**src/source/frame_defines.svh**
```systemverilog
//####################################################################
// Opcodes, chip ID and raster sizes shared by the design
// Raster is shrunk for simulation and is far below a real panel
// Line and frame totals are derived, change only the parts
//####################################################################

`ifndef FRAME_DEFINES_SVH
`define FRAME_DEFINES_SVH

// SPI opcodes
`define OP_CHIP_ID        8'hDB
`define OP_DISPLAY_ENABLE 8'h20  // Operand 0 bit 0
`define OP_BACKGROUND     8'h21  // Operands 0..2 are Y, Cb, Cr
`define OP_READ_ENABLE    8'h22
`define OP_FRAME_COUNT    8'h24  // Low 8 bits of the frame count

`define CHIP_ID           8'h81

// Horizontal raster in system clocks
`define H_ACTIVE 16
`define H_FRONT  2
`define H_SYNC   4
`define H_BACK   2
`define H_TOTAL  (`H_ACTIVE + `H_FRONT + `H_SYNC + `H_BACK)

// Vertical raster in lines
`define V_ACTIVE 8
`define V_FRONT  1
`define V_SYNC   2
`define V_BACK   1
`define V_TOTAL  (`V_ACTIVE + `V_FRONT + `V_SYNC + `V_BACK)

`endif

```
**src/source/display_pkg.sv**
```systemverilog
//####################################################################
// Display configuration and pixel pin types
// Colour is YCbCr with 4 bits of luma and 3 bits per chroma channel
// Sync pins are active low
//####################################################################

package display_pkg;

    typedef struct packed {
        logic [3:0] y;
        logic [2:0] cb;
        logic [2:0] cr;
    } colour_t;

    // Written over SPI, sampled once per frame by the timing generator
    typedef struct packed {
        logic    enable;
        colour_t colour;
    } display_config_t;

    // Registered pin values
    typedef struct packed {
        logic    hsync;
        logic    vsync;
        colour_t pixel;
    } display_pins_t;

endpackage

```
**src/source/spi_pkg.sv**
```systemverilog
//####################################################################
// Command and response types of the SPI opcode/operand protocol
// Valid flags are single system clock pulses
// operand_count restarts at 0 with every transaction
//####################################################################

package spi_pkg;

    // Decoded byte stream from the SPI peripheral
    typedef struct packed {
        logic [7:0] opcode;
        logic       opcode_valid;
        logic [7:0] operand;
        logic       operand_valid;
        logic [7:0] operand_count;
    } spi_command_t;

    // Byte returned to the host in the second byte of a transaction
    typedef struct packed {
        logic [7:0] data;
        logic       valid;
    } spi_response_t;

endpackage

```
**src/source/control_registers.sv**
```systemverilog
//####################################################################
// Register block behind the SPI peripheral
// Answers chip ID, enable and frame count reads one clock after
// the opcode. Writes land one clock after the operand pulse
// Frame counter wraps at 256 and only runs while enabled
//####################################################################

`timescale 1ns/10ps

`include "frame_defines.svh"

module control_registers (
    input  logic                            clock,
    input  logic                            reset,
    input  spi_pkg::spi_command_t           command,
    output spi_pkg::spi_response_t          response,
    input  logic                            frame_start,
    output display_pkg::display_config_t    display_config
);

    logic [7:0] frame_count;

    // Read responses
    always_ff @(posedge clock) begin
        if (reset) begin
            response <= '0;
        end else begin
            response.valid <= 1'b0;
            if (command.opcode_valid) begin
                case (command.opcode)
                    `OP_CHIP_ID: begin
                        response.data  <= `CHIP_ID;
                        response.valid <= 1'b1;
                    end
                    `OP_READ_ENABLE: begin
                        response.data  <= {7'd0, display_config.enable};
                        response.valid <= 1'b1;
                    end
                    `OP_FRAME_COUNT: begin
                        response.data  <= frame_count;
                        response.valid <= 1'b1;
                    end
                    default: ;  // Not ours, peripheral sends zero
                endcase
            end
        end
    end

    // Writes, keyed on the opcode held from the start of the transaction
    always_ff @(posedge clock) begin
        if (reset) begin
            display_config <= '0;
        end else if (command.operand_valid) begin
            case (command.opcode)
                `OP_DISPLAY_ENABLE: begin
                    if (command.operand_count == 8'd0) begin
                        display_config.enable <= command.operand[0];
                    end
                end
                `OP_BACKGROUND: begin
                    case (command.operand_count)
                        8'd0: display_config.colour.y  <= command.operand[3:0];
                        8'd1: display_config.colour.cb <= command.operand[2:0];
                        8'd2: display_config.colour.cr <= command.operand[2:0];
                        default: ;  // Extra operands ignored
                    endcase
                end
                default: ;
            endcase
        end
    end

    always_ff @(posedge clock) begin
        if (reset) begin
            frame_count <= 8'd0;
        end else if (frame_start && display_config.enable) begin
            frame_count <= frame_count + 8'd1;
        end
    end

endmodule

```
**src/source/display_timing.sv**
```systemverilog
//####################################################################
// Raster timing with flat colour fill
// Line order is active, front porch, sync, back porch
// Configuration is sampled at the start of vsync, so a write lands
// on the next frame. All outputs are registered and aligned
//####################################################################

`timescale 1ns/10ps

`include "frame_defines.svh"

module display_timing (
    input  logic                         clock,
    input  logic                         reset,
    input  display_pkg::display_config_t display_config,
    output display_pkg::display_pins_t   pins,
    output logic                         frame_start
);

    localparam int H_TOTAL      = `H_TOTAL;
    localparam int V_TOTAL      = `V_TOTAL;
    localparam int H_SYNC_START = `H_ACTIVE + `H_FRONT;
    localparam int V_SYNC_START = `V_ACTIVE + `V_FRONT;
    localparam int H_WIDTH      = $clog2(H_TOTAL);
    localparam int V_WIDTH      = $clog2(V_TOTAL);

    logic [H_WIDTH-1:0] h_count;
    logic [V_WIDTH-1:0] v_count;
    logic line_end;
    logic h_sync_region;
    logic v_sync_region;
    logic active_region;
    logic frame_start_next;
    display_pkg::display_config_t shadow;

    assign line_end      = (h_count == H_WIDTH'(H_TOTAL - 1));
    assign h_sync_region = (h_count >= H_WIDTH'(H_SYNC_START)) &&
                           (h_count < H_WIDTH'(H_SYNC_START + `H_SYNC));
    assign v_sync_region = (v_count >= V_WIDTH'(V_SYNC_START)) &&
                           (v_count < V_WIDTH'(V_SYNC_START + `V_SYNC));
    assign active_region = (h_count < H_WIDTH'(`H_ACTIVE)) &&
                           (v_count < V_WIDTH'(`V_ACTIVE));
    assign frame_start_next = (h_count == '0) && (v_count == V_WIDTH'(V_SYNC_START));

    // Free running raster counters
    always_ff @(posedge clock) begin
        if (reset) begin
            h_count <= '0;
            v_count <= '0;
        end else if (line_end) begin
            h_count <= '0;
            v_count <= (v_count == V_WIDTH'(V_TOTAL - 1)) ? '0 : v_count + 1'b1;
        end else begin
            h_count <= h_count + 1'b1;
        end
    end

    // Once per frame, so a mid-frame write never tears the picture
    always_ff @(posedge clock) begin
        if (reset) begin
            shadow <= '0;
        end else if (frame_start_next) begin
            shadow <= display_config;
        end
    end

    always_ff @(posedge clock) begin
        if (reset) begin
            pins.hsync  <= 1'b1;
            pins.vsync  <= 1'b1;
            pins.pixel  <= '0;
            frame_start <= 1'b0;
        end else begin
            pins.hsync  <= ~h_sync_region;
            pins.vsync  <= ~v_sync_region;
            pins.pixel  <= (active_region && shadow.enable) ? shadow.colour : '0;
            frame_start <= frame_start_next;  // Same cycle vsync falls
        end
    end

endmodule

```
**src/source/frame_top.sv**
```systemverilog
//####################################################################
// Display subsystem top, single clock and synchronous reset
// All pins are driven straight from registers in the sub-blocks
//####################################################################

`timescale 1ns/10ps

module frame_top (
    input  logic       clock,
    input  logic       reset,
    input  logic       spi_select,
    input  logic       spi_clock,
    input  logic       spi_data_in,
    output logic       spi_data_out,
    output logic       display_hsync,
    output logic       display_vsync,
    output logic [3:0] display_y,
    output logic [2:0] display_cb,
    output logic [2:0] display_cr
);

    spi_pkg::spi_command_t         command;
    spi_pkg::spi_response_t        response;
    display_pkg::display_config_t  display_config;
    display_pkg::display_pins_t    pins;
    logic                          frame_start;

    spi_peripheral spi_peripheral_i (
        .clock        (clock),
        .reset        (reset),
        .spi_select   (spi_select),
        .spi_clock    (spi_clock),
        .spi_data_in  (spi_data_in),
        .spi_data_out (spi_data_out),
        .command      (command),
        .response     (response)
    );

    control_registers control_registers_i (
        .clock          (clock),
        .reset          (reset),
        .command        (command),
        .response       (response),
        .frame_start    (frame_start),
        .display_config (display_config)
    );

    display_timing display_timing_i (
        .clock          (clock),
        .reset          (reset),
        .display_config (display_config),
        .pins           (pins),
        .frame_start    (frame_start)
    );

    // Pins out of the struct
    assign display_hsync = pins.hsync;
    assign display_vsync = pins.vsync;
    assign display_y     = pins.pixel.y;
    assign display_cb    = pins.pixel.cb;
    assign display_cr    = pins.pixel.cr;

endmodule

```
**src/source/spi_peripheral.sv**
```systemverilog
//####################################################################
// SPI mode 0 slave, MSB first, sampled on the system clock
// spi_clock must stay at least 8 system clocks per period
// Byte valid pulses come 3 clocks after the 8th rising edge is seen
// The response is sent in the second byte of a transaction only
// Raising spi_select drops any partial byte
//####################################################################

`timescale 1ns/10ps

module spi_peripheral (
    input  logic                   clock,
    input  logic                   reset,
    input  logic                   spi_select,
    input  logic                   spi_clock,
    input  logic                   spi_data_in,
    output logic                   spi_data_out,
    output spi_pkg::spi_command_t  command,
    input  spi_pkg::spi_response_t response
);

    logic [1:0] select_sync;
    logic [1:0] clock_sync;
    logic [1:0] data_sync;
    logic       clock_last;  // Edge register
    logic       active;
    logic       rising;
    logic       falling;

    logic [2:0] bit_count;
    logic [7:0] rx_shift;
    logic [7:0] tx_shift;
    logic [7:0] byte_count;  // Completed bytes in this transaction
    logic       byte_done;

    assign active  = ~select_sync[1];
    assign rising  = clock_sync[1] & ~clock_last;
    assign falling = ~clock_sync[1] & clock_last;

    // Two flop synchronizers on all inputs
    always_ff @(posedge clock) begin
        if (reset) begin
            select_sync <= 2'b11;
            clock_sync  <= 2'b00;
            data_sync   <= 2'b00;
            clock_last  <= 1'b0;
        end else begin
            select_sync <= {select_sync[0], spi_select};
            clock_sync  <= {clock_sync[0], spi_clock};
            data_sync   <= {data_sync[0], spi_data_in};
            clock_last  <= clock_sync[1];
        end
    end

    // Receive shifter
    always_ff @(posedge clock) begin
        if (rising) begin
            rx_shift <= {rx_shift[6:0], data_sync[1]};
        end
    end

    always_ff @(posedge clock) begin
        if (reset || !active) begin
            bit_count  <= 3'd0;
            byte_count <= 8'd0;
            byte_done  <= 1'b0;
        end else begin
            byte_done <= 1'b0;
            if (rising) begin
                bit_count <= bit_count + 3'd1;
                byte_done <= (bit_count == 3'd7);
            end
            if (byte_done && byte_count != 8'hFF) begin
                byte_count <= byte_count + 8'd1;  // Saturates on long bursts
            end
        end
    end

    // First byte is the opcode, the rest are numbered operands
    always_ff @(posedge clock) begin
        if (reset) begin
            command <= '0;
        end else begin
            command.opcode_valid  <= byte_done && (byte_count == 8'd0);
            command.operand_valid <= byte_done && (byte_count != 8'd0);
            if (byte_done) begin
                if (byte_count == 8'd0) begin
                    command.opcode <= rx_shift;
                end else begin
                    command.operand       <= rx_shift;
                    command.operand_count <= byte_count - 8'd1;
                end
            end
        end
    end

    // Transmit shifter, zero unless a responder loaded it
    always_ff @(posedge clock) begin
        if (reset || !active) begin
            tx_shift     <= 8'd0;
            spi_data_out <= 1'b0;
        end else if (response.valid) begin
            tx_shift <= response.data;
        end else if (falling) begin
            spi_data_out <= tx_shift[7];  // Ready before the next rising edge
            tx_shift     <= {tx_shift[6:0], 1'b0};
        end
    end

endmodule

```
**config.mk**
```make
export PLATFORM = sky130hd
export DESIGN_NAME = frame_top
export DESIGN_NICKNAME = d
export VERILOG_FILES = /design/src/source/display_pkg.sv /design/src/source/spi_pkg.sv /design/src/source/control_registers.sv /design/src/source/display_timing.sv /design/src/source/frame_top.sv /design/src/source/spi_peripheral.sv
export VERILOG_INCLUDE_DIRS = /design/src /design/src/source
export SDC_FILE = /design/constraint.sdc
export NUM_CORES = 1
export LEC_CHECK = 0
export ABC_CLOCK_PERIOD_IN_PS = 2400
export BUFFER_PORTS_ARGS = -buffer_cell sky130_fd_sc_hd__clkbuf_2
export CAP_MARGIN = 20
export CORE_MARGIN = 5
export CORE_UTILIZATION = 51
export CTS_CLUSTER_DIAMETER = 50
export DETAILED_ROUTE_END_ITERATION = 6
export GPL_ROUTABILITY_DRIVEN = 0
export HOLD_SLACK_MARGIN = 0.02
export PLACE_DENSITY = 0.73
export SYNTH_ARGS = -nofsm -noshare
export SYNTH_HDL_FRONTEND = slang
export SYNTH_SLANG_ARGS = --single-unit
export TNS_END_PERCENT = 10
```
**constraint.sdc**
```tcl
create_clock -name clock -period 2.4 [get_ports clock]
set_input_delay 0.12 -clock clock [delete_from_list [all_inputs] [get_ports clock]]
set_output_delay 0.12 -clock clock [all_outputs]
set_load 0.05 [all_outputs]
```
After elaboration in Yosys (flattened, before gate mapping)
Cells that the tools add are included.

storage, ports and cells
  flip-flop bits (word level) = 119
  input port bits = 5
  output and inout bits = 13
  logic and storage cells = 101

cells by class
  $add $sub $neg = 6
  magnitude comparators = 6
  equal/unequal tests = 12
  multiplexer cells = 4
  bitwise logic cells = 11
  reduce and logical (&&, ||, !) cells = 28

operators by type and width
  kind                                                      count
  equality test 8 x 6 -> 1 bit, second input constant       4
  case mux 9 bit (3 select lines)                           1
  adder 8 x 1 -> 8 bit, second input constant               2
  logical NOT 8 bit                                         2
  2-to-1 mux 8 bit                                          2
  AND reduction 3 bit                                       4
  less-than comparator 5 bit, second input constant         2
  logical AND 1 bit                                         9
  inverter 1 bit                                            9
  equality test 4 bit, second input constant                2
  equality test 8 x 1 -> 1 bit, second input constant       1
  equality test 8 x 2 -> 1 bit, second input constant       1
  equality test 8 bit, second input constant                1
  less-than comparator 4 bit, second input constant         2
  inequality test 8 bit, second input constant              1
  AND reduction 2 bit                                       4
  nonzero test 8 bit                                        1
  OR reduction 2 bit                                        4
  subtractor 8 x 1 -> 8 bit, second input constant          1
  adder 5 x 1 -> 5 bit, second input constant               1
  equality test 5 bit, second input constant                1
  greater-or-equal comparator 5 bit, second input constant  1
  logical NOT 5 bit                                         1
  adder 4 x 1 -> 4 bit, second input constant               1
  8 further kinds                                           9

Depth between registers and ports, before layout
  depth in word-level cells = 5
  gate-level depth with buffers = 8
  mapped depth without buffers = 6

Modules after synthesis
Synthesis repeated with hierarchy kept, for this count alone.

second synthesis, totals
  cell total of the unflattened synthesis = 530
  area, all modules = 5076.1 sq um

by module, submodules not included
  module             times used  cells each  area an instance (sq um)  sequential area each (sq um)
  spi_peripheral     1           239         2426.1                    1321.3
  control_registers  1           150         1351.3                    560.5
  display_timing     1           141         1298.7                    660.6

Least setup slack after synthesis
OpenSTA, ideal clock, no wires.

  path kind = register -> register
  start = register spi_peripheral_i.byte_count[0]
  end = register, netlist name spi_peripheral_i.command[4]
  library setup time = 0.086 ns
  arrival time = 1.782 ns
  data required time = 2.314 ns
  path slack = 0.533 ns
  stages on the path, launching flop included = 9
  buffers on the path = 2
  clock period less this slack = 1.867 ns
  cells stage by stage = dfxtp_1 > inv_1 > ha_1 > nand2b_1 > clkbuf_1 > o41a_1 > clkbuf_1 > nor2_1 > a211oi_1

on the way
  cells in the longest elaborated chain, start to end = 3
  elaborated cells between the ends (all ways) = 4
  classes of those cells = add/sub: 1; bitwise: 1; reduce/logical: 2

RTL lines
  element                                                            RTL line              text
  from (decl)                                                        spi_peripheral.sv:33  logic [7:0] byte_count;
  from (signal assigned)                                             spi_peripheral.sv:74  byte_count <= byte_count + 8'd1;
  branches (longest 3 deep; another with subtractor 8 x 1 -> 8 bit)  --

Parallel ways; which one is timed is not known.
A chain may end at the register's enable or synchronous reset.

Worst setup path in the final report
  start = register spi_peripheral_i.byte_count[0]
  end = register, netlist name spi_peripheral_i.command[23]

on the way
  cells in the longest elaborated chain, start to end = 2

RTL lines
  element                        RTL line              text
  logical NOT 8 bit              spi_peripheral.sv:87  if (byte_count == 8'd0) begin
  AND reduction 2 bit (no line)  --

Every way passes these cells.

==> results.md <==
* Placed cell count at 626
* Post-synthesis simple-gate area fraction at 0.2283
* Crit-path cells: inv_1, ha_1, nand2b_1, nor4_4, mux2i_1, nor2_1
* CP endpoint kind: flip-flop
* Layout cells sized above 1 at 0.1335
* Starting DRT DRC Count at 171
* FF-to-FF setup slack at 0.40 ns
* Startpoint Class: flip-flop
* Post-Synth Adder-Cell Area at 0.02844
* Outcome: completed
* Maximum clock path buffer count at 2
* Post-route setup TNS at 0 ns
* Die width at 107.4 um
* Initial antenna violation count at 0
* Worst Skew at 0.005412 ns
* Max transition margin at 0.4338
* First-pass GRT wire length at 15880 um
* Min Tclk post-route at 2.005 ns
* Hold Crit Class: primary input to flip-flop
* Least-Margin Pin Slew at 0.8437 ns
* DIE AREA at 11540 um^2
* Commonest non-fill, non-tap cell in the layout: dfxtp_1
* Achievable Freq at 498.8 MHz
* I/O Buffers at 17
* Critical path origin: spi_peripheral_i.byte_count[0]$_SDFFE_PP0P_
* Total number of vias at 3523
* Post-Syn Area at 4840 um^2
* Max incr delay on CP at 0.73 ns
* CTS tree: yes
* Die Y at 107.4 um
* # rows at 35
* Cell count after synthesis at 499
* Reg2reg end: spi_peripheral_i.command[23]$_SDFFE_PP0P_
* Commonest cells after routing, fill and taps aside: dfxtp_1 (111), nor2_1 (64), mux2i_1 (37)
* Synth Flop Type: dfxtp_1
* Slowest library cell on the worst path: nor4_4
* FF-to-FF Start: spi_peripheral_i.byte_count[0]$_SDFFE_PP0P_
* Main combinational cell family by area after synthesis: simple AND/OR/NAND/NOR gates
* Final nets at 535
* Pre-Repair DR Iteration Count at 5
* Clock sink count at 119
* Gr usage total at 0.1731
* Largest net degree at the start of global routing at 85
* Max VDD drop at 0.0004279 V
* Worst-path maximum fanout at 8
* Vias/cell at 5.330
* Synth cell types at 51
* Initial Util at 0.5238
* WL/cell at 13.62 um
* Sequential area share after synthesis at 0.5088
* Fin worst setup slack at 0.3953 ns
* Fin crit share at 0.8353
* Syn_nets at 515
* Area growth, synth to finish at 16.31%
* Ys async rst share at 0
* Final WL at 9004 um
* Clock slew at reported path FFs at 0.06 ns
* Synth Area in XOR/XNOR at 0.02896
* DRC viols at 0
* # diodes at 0
* Worst-Skew Late Latency at 0.51 ns
* Critical path class: flip-flop to flip-flop
* # fillers at 755
* # IOs at 18
* Mux cell area share after synthesis at 0.09281
* Final HPWL from detailed placement at 5944 um
* Leak pwr at 2.048 nW
* Final cell count without fillers at 661
* Compound-Gate Fraction of Synth Area at 0.08247
* Fin. max-slew vios at 0
* Clock Root Buffer: clkbuf_8
* Pre-CTS setup slack at 0.4205 ns
* Synth warn at 0
* # H-tree levels at 4
* CTS resizes at 0
* Synth Area per Inst at 9.699 um^2
* CTS Buf Count at 17
* Register-to-Register Path Depth at 6
* Vias in the first global route at 3441
* Post-route ant nets at 0
* Gr ovfl total at 0
* RSZ-0062 raised after global routing: false
* Setup crit end: spi_peripheral_i.command[23]$_SDFFE_PP0P_
* Max-cap violations at 0
* EDFF count, synth at 8
* FF+latch count, synth at 119
* P per Cell Area at 788.6 nW/um^2
* Critical Path AT at 2.39 ns
* Worst endpoint required time at 2.79 ns
* CORE AREA at 9240 um^2
* Final Hold Fails at 0
* Final setup fails at 0
sequential cells by signal, indices dropped and copies added, names as in the netlist:
register and flops:
spi_peripheral_i.command 22, display_timing_i.pins 12, control_registers_i.display_config 11, display_timing_i.shadow 11, control_registers_i.response 9, control_registers_i.frame_count 8, spi_peripheral_i.byte_count 8, spi_peripheral_i.rx_shift 8
spi_peripheral_i.tx_shift 8, display_timing_i.h_count 5, display_timing_i.v_count 4, spi_peripheral_i.bit_count 3, spi_peripheral_i.clock_sync 2, spi_peripheral_i.data_sync 2, spi_peripheral_i.select_sync 2, display_timing_i.frame_start 1
spi_peripheral_i.byte_done 1, spi_peripheral_i.clock_last 1, spi_peripheral_i.spi_data_out 1
what timing repair did:
| action | 4_1_cts | 5_1_grt |
|---|---|---|
| buffers inserted | 0 | 0 |
| hold buffers | 3 | 0 |
| hold endpoints to repair | 3 | 0 |
through the flow:
| stage | hold slack [ns] | utilization | total power, mW | cell area, um^2 |
|---|---|---|---|---|
| 3_5_place_dp | 0.3105 | 0.5449 | 2.131 | 5035 |
| 2_1_floorplan | 0.2238 | - | 2.111 | 4840 |
| 6_report | 0.09767 | 0.6092 | 4.439 | 5629 |
| 3_3_place_gp | 0.3100 | 0.5449 | 2.129 | 5035 |
| 4_1_cts | 0.08359 | 0.6092 | 4.490 | 5629 |
| 5_1_grt | 0.1131 | 0.6092 | 4.610 | 5629 |
synth_stat cells, types with 2 or more instances:
master       n  area (um^2)
and2_1      11        68.82
and4b_1      2        20.02
or2_2        2        12.51
nand2_1     35        131.4
nand2b_1    15        93.84
and3_1       4        25.02
nor4_1       4        25.02
inv_1        8        30.03
buf_6        2        22.52
and4_1       4        35.03
nor4b_1      2        17.52
a211oi_1     5        37.54
ha_1        11        137.6
o2bb2ai_1    2        17.52
nand3_1     14        70.07
nor2_1      64        240.2
mux2_2       7        78.83
edfxtp_1     8        240.2
nand4b_1     2        17.52
mux2i_1     37        370.4
xor2_1       9        78.83
or3_1        3        18.77
o21ai_0     15        75.07
nor3b_1      5        37.54
nor2b_1     10        62.56
dfxtp_1    111         2222
clkbuf_1    20        75.07
nor3_1      12        60.06
o21ai_1      2        10.01
a21oi_1     30        150.1
buf_2        3        15.01
nand4_1     13        81.33
or4_1        3        22.52
xnor2_1      7        61.31
critical path, delay by kind of cell, from the launching register on:
family        cells  cell delay, ns
mux               1            0.28
simple gates      3            1.00
fa+ha+maj         1            0.16
flops             1            0.33
buf+inv           1            0.11
where the power goes:
part | internal, mW | switching [mW]
logic | 0.0270 | 0.0388
registers | 2.01 | 0.0124
clock network | 1.44 | 0.911
how the worst min path moves through the flow:
stage          startpoint                                          to  slack [ns]  cells past startpoint
3_5_place_dp   spi_select  spi_peripheral_i.select_sync[0]$_SDFF_PP1_        0.31                      2
5_1_grt             reset      display_timing_i.h_count[2]$_SDFF_PP0_        0.11                      3
4_1_cts             reset    display_timing_i.v_count[0]$_SDFFE_PP0N_        0.08                      3
3_3_place_gp   spi_select  spi_peripheral_i.select_sync[0]$_SDFF_PP1_        0.31                      2
2_1_floorplan  spi_select  spi_peripheral_i.select_sync[0]$_SDFF_PP1_        0.22                      1
6_report            reset   spi_peripheral_i.command[23]$_SDFFE_PP0P_         0.1                      3
layer usage:
layer / vias up / track usage / share of wire
li1: 1782 / - / -
met2: 41 / 0.2998 / 0.51
met4: 0 / 0.05681 / 0.010
met1: 1692 / 0.2022 / 0.45
met3: 8 / 0.05579 / 0.031
met5: - / 0 / 0
final cells by class:
class / instances / area (um^2) / area share
clock buffer: 18 / 439.2 / 0.07802
inverter: 8 / 30.03 / 0.005335
tap: 129 / 161.4 / 0.02867
timing repair buffer: 27 / 180.2 / 0.03201
clock inverter: 14 / 125.1 / 0.02223
sequential: 119 / 2462 / 0.4374
multi-input combinational: 346 / 2231 / 0.3963
cells by family after synthesis:
| family | Yosys count |
|---|---|
| fa+ha+maj | 11 |
| compound gates | 64 |
| buf+inv | 34 |
| flops | 119 |
| xor+xnor | 16 |
| mux | 44 |
| simple gates | 211 |
(Power assumes the default switching activity.)
